==> src/verilog/ro_pkg.sv <==
`default_nettype none

package ro_pkg;

   localparam int LINE_WORDS = 16; // words per 64-byte line

   // one data word
   typedef logic [31:0] word_t;

   typedef logic [LINE_WORDS*32-1:0] line_t;

   typedef logic [$clog2(LINE_WORDS)-1:0] word_idx_t; // word position inside a line

   // one bit per word of a line
   typedef logic [LINE_WORDS-1:0] word_mask_t;

   typedef logic [7:0] n_words_t; // request length, legal range 1 to 64

   typedef logic [7:0] tag_t;

   typedef logic [31:0] addr_t; // byte address

endpackage

`default_nettype wire
==> src/verilog/mshr_if.sv <==
`timescale 1ns/1ns
`default_nettype none

interface mshr_if #(
   parameter int N_IDS = 8,
   parameter int N_THREADS = 4
);
   localparam int IW = (N_IDS > 1) ? $clog2(N_IDS) : 1;
   localparam int TW = (N_THREADS > 1) ? $clog2(N_THREADS) : 1;

   logic valid; // written with the read-address transfer
   logic [IW-1:0] id;
   logic [TW-1:0] thread;
   ro_pkg::word_mask_t mask;
   ro_pkg::n_words_t start_index; // request index of first wanted word

   modport writer (output valid, id, thread, mask, start_index);
   modport reader (input valid, id, thread, mask, start_index);

endinterface

`default_nettype wire

==> src/verilog/read_only_stage.sv <==
`timescale 1ns/1ns
`default_nettype none

module read_only_stage #(
   parameter int N_THREADS = 4,
   parameter int N_IDS = 8,
   localparam int IW = (N_IDS > 1) ? $clog2(N_IDS) : 1,
   localparam int TW = (N_THREADS > 1) ? $clog2(N_THREADS) : 1
) (
   input wire clk,
   input wire rstn,

   input wire req_valid,
   output logic req_ready,
   input wire ro_pkg::addr_t req_addr,
   input wire ro_pkg::n_words_t req_n_words,
   input wire ro_pkg::tag_t req_tag,

   output logic arvalid,
   input wire arready,
   output ro_pkg::addr_t araddr,
   output logic [IW-1:0] arid,

   input wire rvalid,
   output logic rready,
   input wire [IW-1:0] rid,
   input wire ro_pkg::line_t rdata,

   output logic out_valid,
   input wire out_ready,
   output ro_pkg::word_t out_data,
   output ro_pkg::tag_t out_tag,
   output ro_pkg::n_words_t out_index,
   output logic out_last,

   output logic idle
);
   logic thread_free;
   logic [TW-1:0] thread_next;
   logic thread_take;
   logic id_put;
   logic [IW-1:0] id_put_item;
   logic [TW-1:0] cur_thread; // thread of the line being unpacked
   logic sent;

   mshr_if #(.N_IDS(N_IDS), .N_THREADS(N_THREADS)) mshr ();

   line_splitter #(.N_IDS(N_IDS), .N_THREADS(N_THREADS)) splitter (
      .clk(clk),
      .rstn(rstn),
      .req_valid(req_valid),
      .req_ready(req_ready),
      .req_addr(req_addr),
      .req_n_words(req_n_words),
      .thread_free(thread_free),
      .thread_next(thread_next),
      .thread_take(thread_take),
      .arvalid(arvalid),
      .arready(arready),
      .araddr(araddr),
      .arid(arid),
      .id_put(id_put),
      .id_put_item(id_put_item),
      .mshr(mshr.writer)
   );

   thread_context #(.N_THREADS(N_THREADS)) threads (
      .clk(clk),
      .rstn(rstn),
      .take(thread_take),
      .take_tag(req_tag),
      .take_n_words(req_n_words),
      .free(thread_free),
      .next_thread(thread_next),
      .sent(sent),
      .sent_thread(cur_thread),
      .cur_thread(cur_thread),
      .cur_tag(out_tag),
      .cur_last(out_last),
      .idle(idle)
   );

   line_unpacker #(.N_IDS(N_IDS), .N_THREADS(N_THREADS)) unpacker (
      .clk(clk),
      .rstn(rstn),
      .mshr(mshr.reader),
      .rvalid(rvalid),
      .rready(rready),
      .rid(rid),
      .rdata(rdata),
      .id_put(id_put),
      .id_put_item(id_put_item),
      .out_valid(out_valid),
      .out_ready(out_ready),
      .out_data(out_data),
      .out_index(out_index),
      .cur_thread(cur_thread),
      .sent(sent)
   );

endmodule

`default_nettype wire

==> src/verilog/line_unpacker.sv <==
`timescale 1ns/1ns
`default_nettype none

module line_unpacker #(
   parameter int N_IDS = 8,
   parameter int N_THREADS = 4,
   localparam int IW = (N_IDS > 1) ? $clog2(N_IDS) : 1,
   localparam int TW = (N_THREADS > 1) ? $clog2(N_THREADS) : 1
) (
   input wire clk,
   input wire rstn,
   mshr_if.reader mshr,
   input wire rvalid,
   output logic rready,
   input wire [IW-1:0] rid,
   input wire ro_pkg::line_t rdata,
   output logic id_put,
   output logic [IW-1:0] id_put_item,
   output logic out_valid,
   input wire out_ready,
   output ro_pkg::word_t out_data,
   output ro_pkg::n_words_t out_index,
   output logic [TW-1:0] cur_thread,
   output logic sent
);
   localparam int WB = $bits(ro_pkg::word_t);

   // miss-status table, indexed by read id
   ro_pkg::word_mask_t tbl_mask [N_IDS];
   logic [TW-1:0] tbl_thread [N_IDS];
   ro_pkg::n_words_t tbl_start [N_IDS];

   logic held; // a line is being unpacked
   ro_pkg::line_t line_r;
   ro_pkg::word_mask_t mask_r;
   ro_pkg::word_mask_t mask_next;
   ro_pkg::word_idx_t sel;
   logic last_word;
   logic r_fire;

   always_ff @(posedge clk) begin
      if (mshr.valid) begin
         tbl_mask[mshr.id] <= mshr.mask;
         tbl_thread[mshr.id] <= mshr.thread;
         tbl_start[mshr.id] <= mshr.start_index;
      end
   end

   always_comb begin
      sel = '0;
      for (int i = ro_pkg::LINE_WORDS - 1; i >= 0; i--) begin
         if (mask_r[i]) begin
            sel = ro_pkg::word_idx_t'(i); // lowest wanted word wins
         end
      end
      mask_next = mask_r;
      mask_next[sel] = 1'b0;
   end

   assign out_valid = held;
   assign out_data = line_r[sel*WB +: WB];
   assign sent = out_valid && out_ready;
   assign last_word = (mask_next == '0);

   // take a new line once the held one drains
   assign rready = !held || (sent && last_word);
   assign r_fire = rvalid && rready;
   assign id_put = r_fire; // id is free as soon as its data is in
   assign id_put_item = rid;

   always_ff @(posedge clk) begin
      if (!rstn) begin
         held <= 1'b0;
      end else if (r_fire) begin
         held <= 1'b1;
      end else if (sent && last_word) begin
         held <= 1'b0;
      end
   end

   always_ff @(posedge clk) begin
      if (r_fire) begin
         line_r <= rdata;
         mask_r <= tbl_mask[rid];
         cur_thread <= tbl_thread[rid];
         out_index <= tbl_start[rid];
      end else if (sent) begin
         mask_r <= mask_next;
         out_index <= out_index + 1'b1;
      end
   end

endmodule

`default_nettype wire

==> src/verilog/thread_context.sv <==
`timescale 1ns/1ns
`default_nettype none

module thread_context #(
   parameter int N_THREADS = 4,
   localparam int TW = (N_THREADS > 1) ? $clog2(N_THREADS) : 1
) (
   input wire clk,
   input wire rstn,
   input wire take,
   input wire ro_pkg::tag_t take_tag,
   input wire ro_pkg::n_words_t take_n_words,
   output logic free,
   output logic [TW-1:0] next_thread,
   input wire sent,
   input wire [TW-1:0] sent_thread,
   input wire [TW-1:0] cur_thread,
   output ro_pkg::tag_t cur_tag,
   output logic cur_last,
   output logic idle
);
   typedef logic [TW-1:0] thread_t;

   ro_pkg::tag_t tags [N_THREADS];
   ro_pkg::n_words_t remaining [N_THREADS]; // words still to send per thread
   logic pool_empty;
   logic done;

   free_list #(
      .item_t(thread_t),
      .DEPTH(N_THREADS)
   ) thread_pool (
      .clk(clk),
      .rstn(rstn),
      .put(done),
      .put_item(sent_thread),
      .take(take),
      .next_item(next_thread),
      .empty(pool_empty),
      .full(idle) // every thread back in the pool
   );

   assign free = !pool_empty;

   // thread retires with its final word
   assign done = sent && (remaining[sent_thread] == 8'd1);

   assign cur_tag = tags[cur_thread];
   assign cur_last = (remaining[cur_thread] == 8'd1);

   always_ff @(posedge clk) begin
      if (take) begin
         tags[next_thread] <= take_tag;
         remaining[next_thread] <= take_n_words;
      end
      if (sent) begin
         remaining[sent_thread] <= remaining[sent_thread] - 1'b1;
      end
   end

endmodule

`default_nettype wire

==> src/verilog/line_splitter.sv <==
`timescale 1ns/1ns
`default_nettype none

module line_splitter #(
   parameter int N_IDS = 8,
   parameter int N_THREADS = 4,
   localparam int IW = (N_IDS > 1) ? $clog2(N_IDS) : 1,
   localparam int TW = (N_THREADS > 1) ? $clog2(N_THREADS) : 1
) (
   input wire clk,
   input wire rstn,
   input wire req_valid,
   output logic req_ready,
   input wire ro_pkg::addr_t req_addr,
   input wire ro_pkg::n_words_t req_n_words,
   input wire thread_free,
   input wire [TW-1:0] thread_next,
   output logic thread_take,
   output logic arvalid,
   input wire arready,
   output ro_pkg::addr_t araddr,
   output logic [IW-1:0] arid,
   input wire id_put,
   input wire [IW-1:0] id_put_item,
   mshr_if.writer mshr
);
   localparam int OW = $clog2(ro_pkg::LINE_WORDS);
   localparam int LINE_BYTES = ro_pkg::LINE_WORDS * 4;

   typedef logic [IW-1:0] id_t;

   logic busy; // lines of the current request still to issue
   ro_pkg::addr_t cur_addr;
   ro_pkg::n_words_t words_left;
   ro_pkg::n_words_t start_idx;
   logic [TW-1:0] cur_thread;
   ro_pkg::word_idx_t offset;
   ro_pkg::n_words_t room;
   ro_pkg::n_words_t rd_words;
   ro_pkg::word_mask_t wanted;
   logic last_read;
   logic ar_fire;
   logic id_empty;
   id_t id_next;

   free_list #(
      .item_t(id_t),
      .DEPTH(N_IDS)
   ) id_pool (
      .clk(clk),
      .rstn(rstn),
      .put(id_put),
      .put_item(id_put_item),
      .take(ar_fire),
      .next_item(id_next),
      .empty(id_empty),
      .full()
   );

   assign req_ready = !busy && thread_free;
   assign thread_take = req_valid && req_ready;
   assign arvalid = busy && !id_empty; // hold off while no id is free
   assign ar_fire = arvalid && arready;
   assign araddr = cur_addr;
   assign arid = id_next;

   always_comb begin
      offset = cur_addr[OW+1:2];
      room = ro_pkg::n_words_t'(ro_pkg::LINE_WORDS) - ro_pkg::n_words_t'(offset);
      // rest of the line or the words left, whichever is smaller
      last_read = (words_left <= room);
      rd_words = last_read ? words_left : room;
      for (int i = 0; i < ro_pkg::LINE_WORDS; i++) begin
         wanted[i] = (i >= int'(offset)) && (i < int'(offset) + int'(rd_words));
      end
   end

   always_ff @(posedge clk) begin
      if (!rstn) begin
         busy <= 1'b0;
      end else if (thread_take) begin
         busy <= 1'b1;
      end else if (ar_fire && last_read) begin
         busy <= 1'b0;
      end
   end

   always_ff @(posedge clk) begin
      if (thread_take) begin
         cur_addr <= req_addr;
         words_left <= req_n_words;
         start_idx <= '0;
         cur_thread <= thread_next;
      end else if (ar_fire) begin
         cur_addr <= (cur_addr | ro_pkg::addr_t'(LINE_BYTES - 1)) + 1'b1; // next line start
         words_left <= words_left - rd_words;
         start_idx <= start_idx + rd_words;
      end
   end

   assign mshr.valid = ar_fire;
   assign mshr.id = id_next;
   assign mshr.thread = cur_thread;
   assign mshr.mask = wanted;
   assign mshr.start_index = start_idx;

endmodule

`default_nettype wire

==> src/verilog/free_list.sv <==
`timescale 1ns/1ns
`default_nettype none

module free_list #(
   parameter type item_t = logic [2:0],
   parameter int DEPTH = 8
) (
   input wire clk,
   input wire rstn,
   input wire put,
   input wire item_t put_item,
   input wire take,
   output item_t next_item,
   output logic empty,
   output logic full
);
   localparam int PW = (DEPTH > 1) ? $clog2(DEPTH) : 1;
   localparam int CW = $clog2(DEPTH + 1);

   item_t mem [DEPTH];
   logic [PW-1:0] head;
   logic [PW-1:0] tail;
   logic [CW-1:0] count; // free identifiers held

   function automatic logic [PW-1:0] wrap_inc(input logic [PW-1:0] p);
      return (p == PW'(DEPTH - 1)) ? '0 : p + 1'b1;
   endfunction

   always_ff @(posedge clk) begin
      if (!rstn) begin
         head <= '0;
         tail <= '0;
         count <= CW'(DEPTH);
         for (int i = 0; i < DEPTH; i++) begin
            mem[i] <= item_t'(i); // every id starts out free
         end
      end else begin
         if (put) begin
            mem[tail] <= put_item;
            tail <= wrap_inc(tail);
         end
         if (take) begin
            head <= wrap_inc(head);
         end
         if (put && !take) begin
            count <= count + 1'b1;
         end else if (take && !put) begin
            count <= count - 1'b1;
         end
      end
   end

   assign next_item = mem[head];
   assign empty = (count == '0);
   assign full = (count == CW'(DEPTH));

endmodule

`default_nettype wire

==> config.mk <==
export PLATFORM = sky130hd
export DESIGN_NAME = read_only_stage
export DESIGN_NICKNAME = d
export VERILOG_FILES = /design/src/verilog/ro_pkg.sv /design/src/verilog/mshr_if.sv /design/src/verilog/read_only_stage.sv /design/src/verilog/line_unpacker.sv /design/src/verilog/thread_context.sv /design/src/verilog/line_splitter.sv /design/src/verilog/free_list.sv
export SDC_FILE = /design/constraint.sdc
export NUM_CORES = 1
export LEC_CHECK = 0
export ABC_AREA = 1
export BUFFER_PORTS_ARGS = -buffer_cell sky130_fd_sc_hd__buf_2
export CORE_ASPECT_RATIO = 0.8
export CORE_MARGIN = 5
export CORE_UTILIZATION = 45
export CTS_BUF_LIST = sky130_fd_sc_hd__clkbuf_8
export DETAILED_ROUTE_END_ITERATION = 10
export PLACE_DENSITY = 0.66
export SLEW_MARGIN = 40
export SYNTH_ARGS = -nofsm -noshare
export SYNTH_HDL_FRONTEND = slang
export SYNTH_SLANG_ARGS = --single-unit
==> constraint.sdc <==
create_clock -name clk -period 14.92 [get_ports clk]
set_input_delay 1.492 -clock clk [delete_from_list [all_inputs] [get_ports clk]]
set_output_delay 1.492 -clock clk [all_outputs]
set_load 0.02 [all_outputs]
==> results of run 1 <==
layout make-up:
cell class | instances | area share [%]
Inverter | 165 | 1.42
Multi-Input combinational cell | 1879 | 21.0
Tap cell | 1115 | 3.09
Timing Repair Buffer | 698 | 8.08
Sequential cell | 916 | 60.2
Antenna cell | 59 | 0.327
Clock inverter | 101 | 1.25
Clock buffer | 151 | 4.60
worst max-delay path by stage:
stage / endpoint / slack, ns / cells past startpoint
finish: out_data[21] / 8.23 / 24
global route: out_data[18] / 7.89 / 24
CTS: out_data[21] / 7.68 / 21
detailed placement: unpacker.line_r[178]$_DFFE_PN_ / 8.44 / 26
global placement: unpacker.line_r[364]$_DFFE_PN_ / 8.05 / 26
floorplan: splitter.id_pool.count[3]$_SDFFE_PN1P_ / 4.86 / 21
metrics by stage:
stage / util, % / area (um2)
after floorplan: - / 37900
after global placement: 50.5 / 42300
after detailed placement: 50.5 / 42300
after CTS: 53.7 / 44900
after global routing: 53.9 / 45100
final: 53.9 / 45100
state kept, by name (all words and copies together), names as in the netlist, 3 cells and up, named ones only:
register,count
unpacker.line_r,512
unpacker.tbl_mask,128
unpacker.tbl_start,64
splitter.araddr,32
threads.remaining,32
threads.tags,32
splitter.id_pool.mem,24
unpacker.mask_r,16
unpacker.tbl_thread,16
splitter.mshr.start_index,8
splitter.words_left,8
threads.thread_pool.mem,8
unpacker.out_index,8
splitter.id_pool.count,4
splitter.id_pool.head,3
splitter.id_pool.tail,3
threads.thread_pool.count,3
power breakdown:
| group | total (W) | leakage, nW | internal, W | switching, W |
|---|---|---|---|---|
| Sequential | 0.00321 | 8.60 | 0.00311 | 0.000101 |
| Clock | 0.00199 | 1.52 | 0.000970 | 0.00102 |
| Combinational | 0.00120 | 7.33 | 0.000335 | 0.000862 |
cells in the mapped netlist (all sizes together), types with 19 or more instances:
library cell,n
ha,38
nand3,221
nand2,732
o21ai,244
xor2,19
o22ai,29
buf,29
nor2,245
nand4,119
dfxtp,32
clkbuf,126
edfxtp,884
inv,160
o2111ai,28
a21oi,55
o221ai,26
a22oi,21
per-layer routing:
metal,part of all wire (%),vias up,GRT usage (%)
met5,0.17,-,0
met4,3.0,32,9.34
met3,13,258,9.99
met2,43,1536,37.7
met1,41,13600,37.3
li1,-,12700,-
cell families (layout without fill, tap and decap cells):
kind of cell    count (synthesis)  count (layout)
other cells                     1              61
fa+ha+maj                      43              43
xor+xnor                       29              29
buf+inv                       320            1115
compound gates                453             453
simple gates                 1352            1352
flops                         916             916
worst min-delay path, stage by stage, from the launching register on:
cell	delay (ns)
sky130_fd_sc_hd__dfxtp_1	0.31
sky130_fd_sc_hd__nand2_1	0.06
sky130_fd_sc_hd__a21oi_1	0.07
==> load_flow_metrics.sql, run 1 <==
INSERT INTO impl_metrics (metric_group, metric, value, unit) VALUES
('status', 'outcome', 'completed', ''),
('finish', 'layoutNonFillerInstCount', '5084', ''),
('detailed_routing', 'total_drc_errors_in_the_routed_layout', '0', ''),
('clock_tree', 'cts_setup_buffers', '0', ''),
('worst_setup_path', 'startpoint_type_of_the_worst_setup_path', 'flip-flop', ''),
('sta', 'worst_hold_slack', '0.487', 'ns'),
('pwr', 'powerDensity', '142', 'nW/um2'),
('synthesis', 'ys.warnings.count', '0', ''),
('finish', 'fraction_of_layout_cells_with_a_size_suffix_above_1', '23.8', '%'),
('pwr', 'post-layout-total-power', '0.00640', 'W'),
('finish', 'mostFrequentLayoutCells', '884 x sky130_fd_sc_hd__edfxtp_1, 720 x sky130_fd_sc_hd__nand2_1, 656 x sky130_fd_sc_hd__buf_2', ''),
('place', 'dp.cells', '4772', ''),
('sta', 'setup_tns', '0', 'ns'),
('sta', 'period_utilization_post_route', '44.8', '%'),
('finish', 'multi_input_area', '9470', 'um2'),
('clock_tree', 'cts_root_buf', 'sky130_fd_sc_hd__clkbuf_8', ''),
('sta', 'min_period', '6.69', 'ns'),
('synthesis', 'synthFlopType', 'sky130_fd_sc_hd__edfxtp_1', ''),
('synthesis', 'synth.largest_area_cell', 'sky130_fd_sc_hd__edfxtp_1', ''),
('sta', 'finalWorstSetupSlack', '8.23', 'ns'),
('floorplanning', 'die-area', '90100', 'um2'),
('worst_setup_path', 'critical-path-slowest-cell', 'sky130_fd_sc_hd__inv_4', ''),
('global_route', 'grt_pass1_vias', '26500', ''),
('sta', 'timing.final.setup_violations', '0', ''),
('synthesis', 'synth_enable_flop_cells', '884', ''),
('detailed_routing', 'detailedRoute.firstPassIterationCount', '6', ''),
('synthesis', 'yosys.area_share.adder', '1.52', '%'),
('finish', 'layout.filler_cells', '7254', ''),
('worst_setup_path', 'crit_fanout', '67', ''),
('synthesis', 'postSynthRegisterBits', '916', ''),
('synthesis', 'synth_top_family_by_area', 'simple AND/OR/NAND/NOR gates', ''),
('clock_tree', 'clock_tree_buffer_depth', '3', ''),
('detailed_routing', 'initialDrtViolationCount', '3212', ''),
('floorplanning', 'initial_utilization', '45.2', '%'),
('finish', 'area_delta_synth_final', '19.2', '%'),
('synthesis', 'synthMuxAreaShare', '0', '%'),
('clock_tree', 'cts_inserted_buffers', '143', ''),
('floorplanning', 'row_count', '95', ''),
('synthesis', 'post_synth_num_cell_types', '63', ''),
('detailed_routing', 'vias', '28100', ''),
('detailed_routing', 'drt-total-wl', '124000', 'um'),
('clock_tree', 'clk_pin_slew', '0.06', 'ns'),
('place', 'final_weighted_congestion_in_routability_driven_placement', '0.966', ''),
('synthesis', 'xor_and_xnor_area_share_after_synthesis', '0.671', '%'),
('detailed_routing', 'dr_wl_cell', '24.4', 'um'),
('worst_setup_path', 'reg2reg_setup_slack', '8.79', 'ns'),
('sta', 'timing.max_slew.rel_slack', '40.8', '%'),
('worst_setup_path', 'required', '13.43', 'ns'),
('global_route', 'antenna_found_initial', '58', ''),
('synthesis', 'synthSimpleGateAreaFrac', '15.4', '%'),
('synthesis', 'synth_top_cells_by_area', 'sky130_fd_sc_hd__edfxtp_1 70%, sky130_fd_sc_hd__nand2_1 7.2%, sky130_fd_sc_hd__o21ai_0 3.0%', ''),
('clock_tree', 'post_cts_resize_count', '0', ''),
('clock_tree', 'cts_tree', 'built', ''),
('synthesis', 'yosysSeqAreaShare', '71.8', '%'),
('worst_setup_path', 'crit_buf_inv', '4', ''),
('clock_tree', 'clock_latency', '0.82', 'ns'),
('global_route', 'leftover_overflow_at_the_end_of_global_routing', '0', ''),
('synthesis', 'synthesis.area', '37900', 'um2'),
('worst_setup_path', 'timing_worst_setup_path_type', 'flip-flop to output pin', ''),
('synthesis', 'netlist.area_leader.share', '70.1', '%'),
('clock_tree', 'hold_buffers', '0', ''),
('pwr', 'ir_drop', '89.3', 'uV'),
('global_route', 'grt_start_max_net_pins', '129', ''),
('worst_setup_path', 'critical_path.max_stage_delay', '0.53', 'ns'),
('min_path', 'min_from', 'splitter.id_pool.head[2]$_SDFFE_PN0P_', ''),
('worst_setup_path', 'cp_data_arrival_time', '5.20', 'ns'),
('floorplanning', 'top_level_ports', '658', ''),
('sta', 'worst_pin_slew', '0.888', 'ns'),
('floorplanning', 'floorplan.die.height', '269', 'um'),
('synthesis', 'ys_async_sr_fraction', '0', '%'),
('sta', 'finalHoldViolCount', '0', '');
Power figures use the tool's default switching activity.
==> run 2, diff against run 1 <==
clock period = 7 ns   (was 14.92 ns; I/O delays follow)
==> run 2 against run 1 <==
Critical path depth fell by 7. Flip-flop and latch count did not move. Sequential power rose by 110%. Power rose by 120%. Die area did not move. Sequential share of layout area fell by 1.2 points. Hold slack got worse by 0.42 ns. Design area rose by 2.1%. Count of clock-buffer cells in the layout rose by 4. Cell count rose by 1.8%.
==> load_flow_metrics.sql, run 2 (synthesis results as in run 1) <==
INSERT INTO impl_metrics (metric_group, metric, value, unit) VALUES
('clock_tree', 'cts.htree.levels', '4', ''),
('sta', 'worst_clock_skew', '0.0619', 'ns'),
('worst_setup_path', 'crit_fanout', '58', ''),
('detailed_routing', 'viasPerCell', '5.51', ''),
('worst_setup_path', 'end_kind', 'output pin', ''),
('sta', 'timing.final.setup_violations', '0', ''),
('detailed_routing', 'total_drc_errors_in_the_routed_layout', '0', ''),
('global_route', 'global_route.usage.total', '26.7', '%'),
('clock_tree', 'cts_root_buf', 'sky130_fd_sc_hd__clkbuf_8', ''),
('finish', 'postLayoutCoreUtil', '55.0', '%'),
('place', 'placed_cell_area', '42400', 'um2'),
('sta', 'finalMaxSlewViolations', '0', ''),
('finish', 'finish.net_count', '4498', ''),
('finish', 'final_area', '46100', 'um2'),
('detailed_routing', 'detail-route-antenna-nets', '0', ''),
('detailed_routing', 'detailedRoute.firstPassIterationCount', '6', ''),
('pwr', 'static-leakage-power', '17.8', 'nW'),
('pwr', 'ir_drop', '216', 'uV'),
('worst_setup_path', 'timing.critical_path.cells', 'nor2_1 -> o21ai_0 -> nand3_1 -> nand3_1 -> nand3_1 -> nand2_1 -> nand2_1 -> nand2_2 -> inv_4 -> buf_4 -> nor2_4 -> buf_12 -> nand2_1 -> nand4_1 -> nand2_1 -> o2111ai_1 -> buf_2', ''),
('place', 'dp.cells', '4781', ''),
('worst_setup_path', 'critical-path-slowest-cell', 'sky130_fd_sc_hd__buf_4', ''),
('finish', 'mostFrequentLayoutCell', 'sky130_fd_sc_hd__edfxtp_1', ''),
('finish', 'fraction_of_layout_cells_with_a_size_suffix_above_1', '23.7', '%'),
('place', 'portBuffers', '657', ''),
('sta', 'timing.max_slew.rel_slack', '40.2', '%'),
('worst_setup_path', 'timing.critical_path.mode_cell', 'sky130_fd_sc_hd__nand2_1', ''),
('worst_setup_path', 'startpoint_type_of_the_worst_setup_path', 'flip-flop', ''),
('status', 'outcome', 'completed', ''),
('flow_run', 'cap_violations', '0', ''),
('min_path', 'hp-class', 'primary input to flip-flop', ''),
('floorplanning', 'die-area', '90100', 'um2'),
('clock_tree', 'cts_tree', 'built', ''),
('finish', 'area_delta_synth_final', '21.7', '%'),
('clock_tree', 'cts_inserted_buffers', '146', ''),
('sta', 'setup_tns', '0', 'ns'),
('floorplanning', 'floorplan.die.height', '269', 'um'),
('sta', 'min_period', '5.54', 'ns'),
('detailed_routing', 'drt-total-wl', '125000', 'um'),
('finish', 'largest_reg_flops', '512', ''),
('sta', 'period_utilization_post_route', '79.2', '%'),
('floorplanning', 'initial_utilization', '45.2', '%'),
('clock_tree', 'clock_tree_buffer_depth', '3', ''),
('clock_tree', 'cts_setup_buffers', '0', ''),
('global_route', 'leftover_overflow_at_the_end_of_global_routing', '0', ''),
('worst_setup_path', 'cp_data_arrival_time', '4.84', 'ns'),
('detailed_routing', 'initialDrtViolationCount', '3121', ''),
('finish', 'largest_register', 'unpacker.line_r', ''),
('sta', 'worst_hold_slack', '0.0716', 'ns'),
('global_route', 'antenna_found_initial', '78', ''),
('detailed_routing', 'dr_wl_cell', '24.2', 'um'),
('sta', 'rsz0062_at_grt', 'no', ''),
('finish', 'largest_registers', 'unpacker.line_r: 512 flops, unpacker.tbl_mask: 128 flops, unpacker.tbl_start: 64 flops', ''),
('floorplanning', 'die_width', '334', 'um'),
('finish', 'mostFrequentLayoutCells', '884 x sky130_fd_sc_hd__edfxtp_1, 719 x sky130_fd_sc_hd__nand2_1, 657 x sky130_fd_sc_hd__buf_2', ''),
('clock_tree', 'clock_latency', '0.79', 'ns'),
('clock_tree', 'tritoncts_num_sinks', '916', ''),
('floorplanning', 'top_level_ports', '658', ''),
('global_route', 'grt_pass1_vias', '27300', ''),
('global_route', 'grt_first_pass_wirelength', '178000', 'um'),
('global_route', 'grt_start_max_net_pins', '169', ''),
('clock_tree', 'clk_pin_slew', '0.07', 'ns'),
('sta', 'fmaxAchievable', '0.180', 'GHz'),
('place', 'final_weighted_congestion_in_routability_driven_placement', '0.924', ''),
('sta', 'worst_pin_slew', '0.896', 'ns'),
('worst_setup_path', 'required', '6.30', 'ns'),
('detailed_routing', 'vias', '28500', ''),
('floorplanning', 'fp.coreArea', '83700', 'um2'),
('pwr', 'powerDensity', '300', 'nW/um2'),
('worst_setup_path', 'critical_path.max_stage_delay', '0.49', 'ns'),
('place', 'hpwlAfterDp', '87200', 'um'),
('sta', 'finalHoldViolCount', '0', ''),
('finish', 'layout.filler_cells', '7166', ''),
('worst_setup_path', 'timing_worst_setup_path_type', 'flip-flop to output pin', ''),
('floorplanning', 'row_count', '95', ''),
('finish', 'layoutNonFillerInstCount', '5176', '');
-- run 2: cell count changes in the layout (fill, tap and decap cells not counted), sizes merged --
cell and change:
buf +9, bufinv +3, clkbuf +4, clkinv +3
diode +9, dlygate4sd3 +71, inv -7
-- run 2: worst max-delay path: cells and delay by family, from the launching register on --
family / cells / cell delay [ns]
AOI/OAI and AO/OA: 2 / 0.60
DFF: 1 / 0.42
and+or+nand+nor: 11 / 1.49
buffers and inverters: 4 / 1.48
-- run 2: path summary, 6_finish.rpt --
kind                                                       startpoint                                      to  slack [ns]  cells past startpoint
worst max-delay path                    unpacker.mask_r[13]$_DFFE_PP_                            out_data[13]        1.46                     17
worst min-delay path                                       rdata[447]          unpacker.line_r[447]$_DFFE_PN_        0.07                      1
worst max register to register           unpacker.mask_r[5]$_DFFE_PP_  splitter.id_pool.count[3]$_SDFFE_PN1P_        1.53                     26
worst min register to register  splitter.id_pool.head[2]$_SDFFE_PN0P_                               flip-flop        0.49                      2
-- run 2: final cells by class --
type	count	area (um2)	share of cell area, %
clock inverter	100	582	1.26
inverter	165	656	1.42
antenna	68	170	0.369
tap	1115	1400	3.03
clock buffer	155	2130	4.63
sequential	916	27200	59.0
multi-input combinational	1879	9470	20.6
timing repair buffer	778	4470	9.71
-- run 2: power by group --
group / leakage [nW] / internal, W / switching (W) / total (W)
Clock: 1.53 / 0.00221 / 0.00215 / 0.00436
Sequential: 8.60 / 0.00662 / 0.000215 / 0.00684
Combinational: 7.70 / 0.000752 / 0.00185 / 0.00261
-- run 2: per-stage QoR --
step                setup slack (ns)  total power (W)
floorplan                      0.802          0.00835
global placement                1.58          0.00941
detailed placement              1.50          0.00946
CTS                             1.47           0.0138
global route                    1.10           0.0144
finish                          1.46           0.0138
-- run 2: per-layer routing --
layer | track usage (%) | vias up | wire, um
met2 | 38.3 | 1630 | 55200
met4 | 11.1 | 40 | 3730
met1 | 35.6 | 13700 | 48900
met3 | 11.8 | 240 | 17100
met5 | 0 | - | 247
li1 | - | 12900 | -
-- run 2: what timing repair did --
action / in CTS / in global routing
resized for setup: 0 / 0
hold endpoints to repair: 71 / 0
hold buffers: 71 / 0
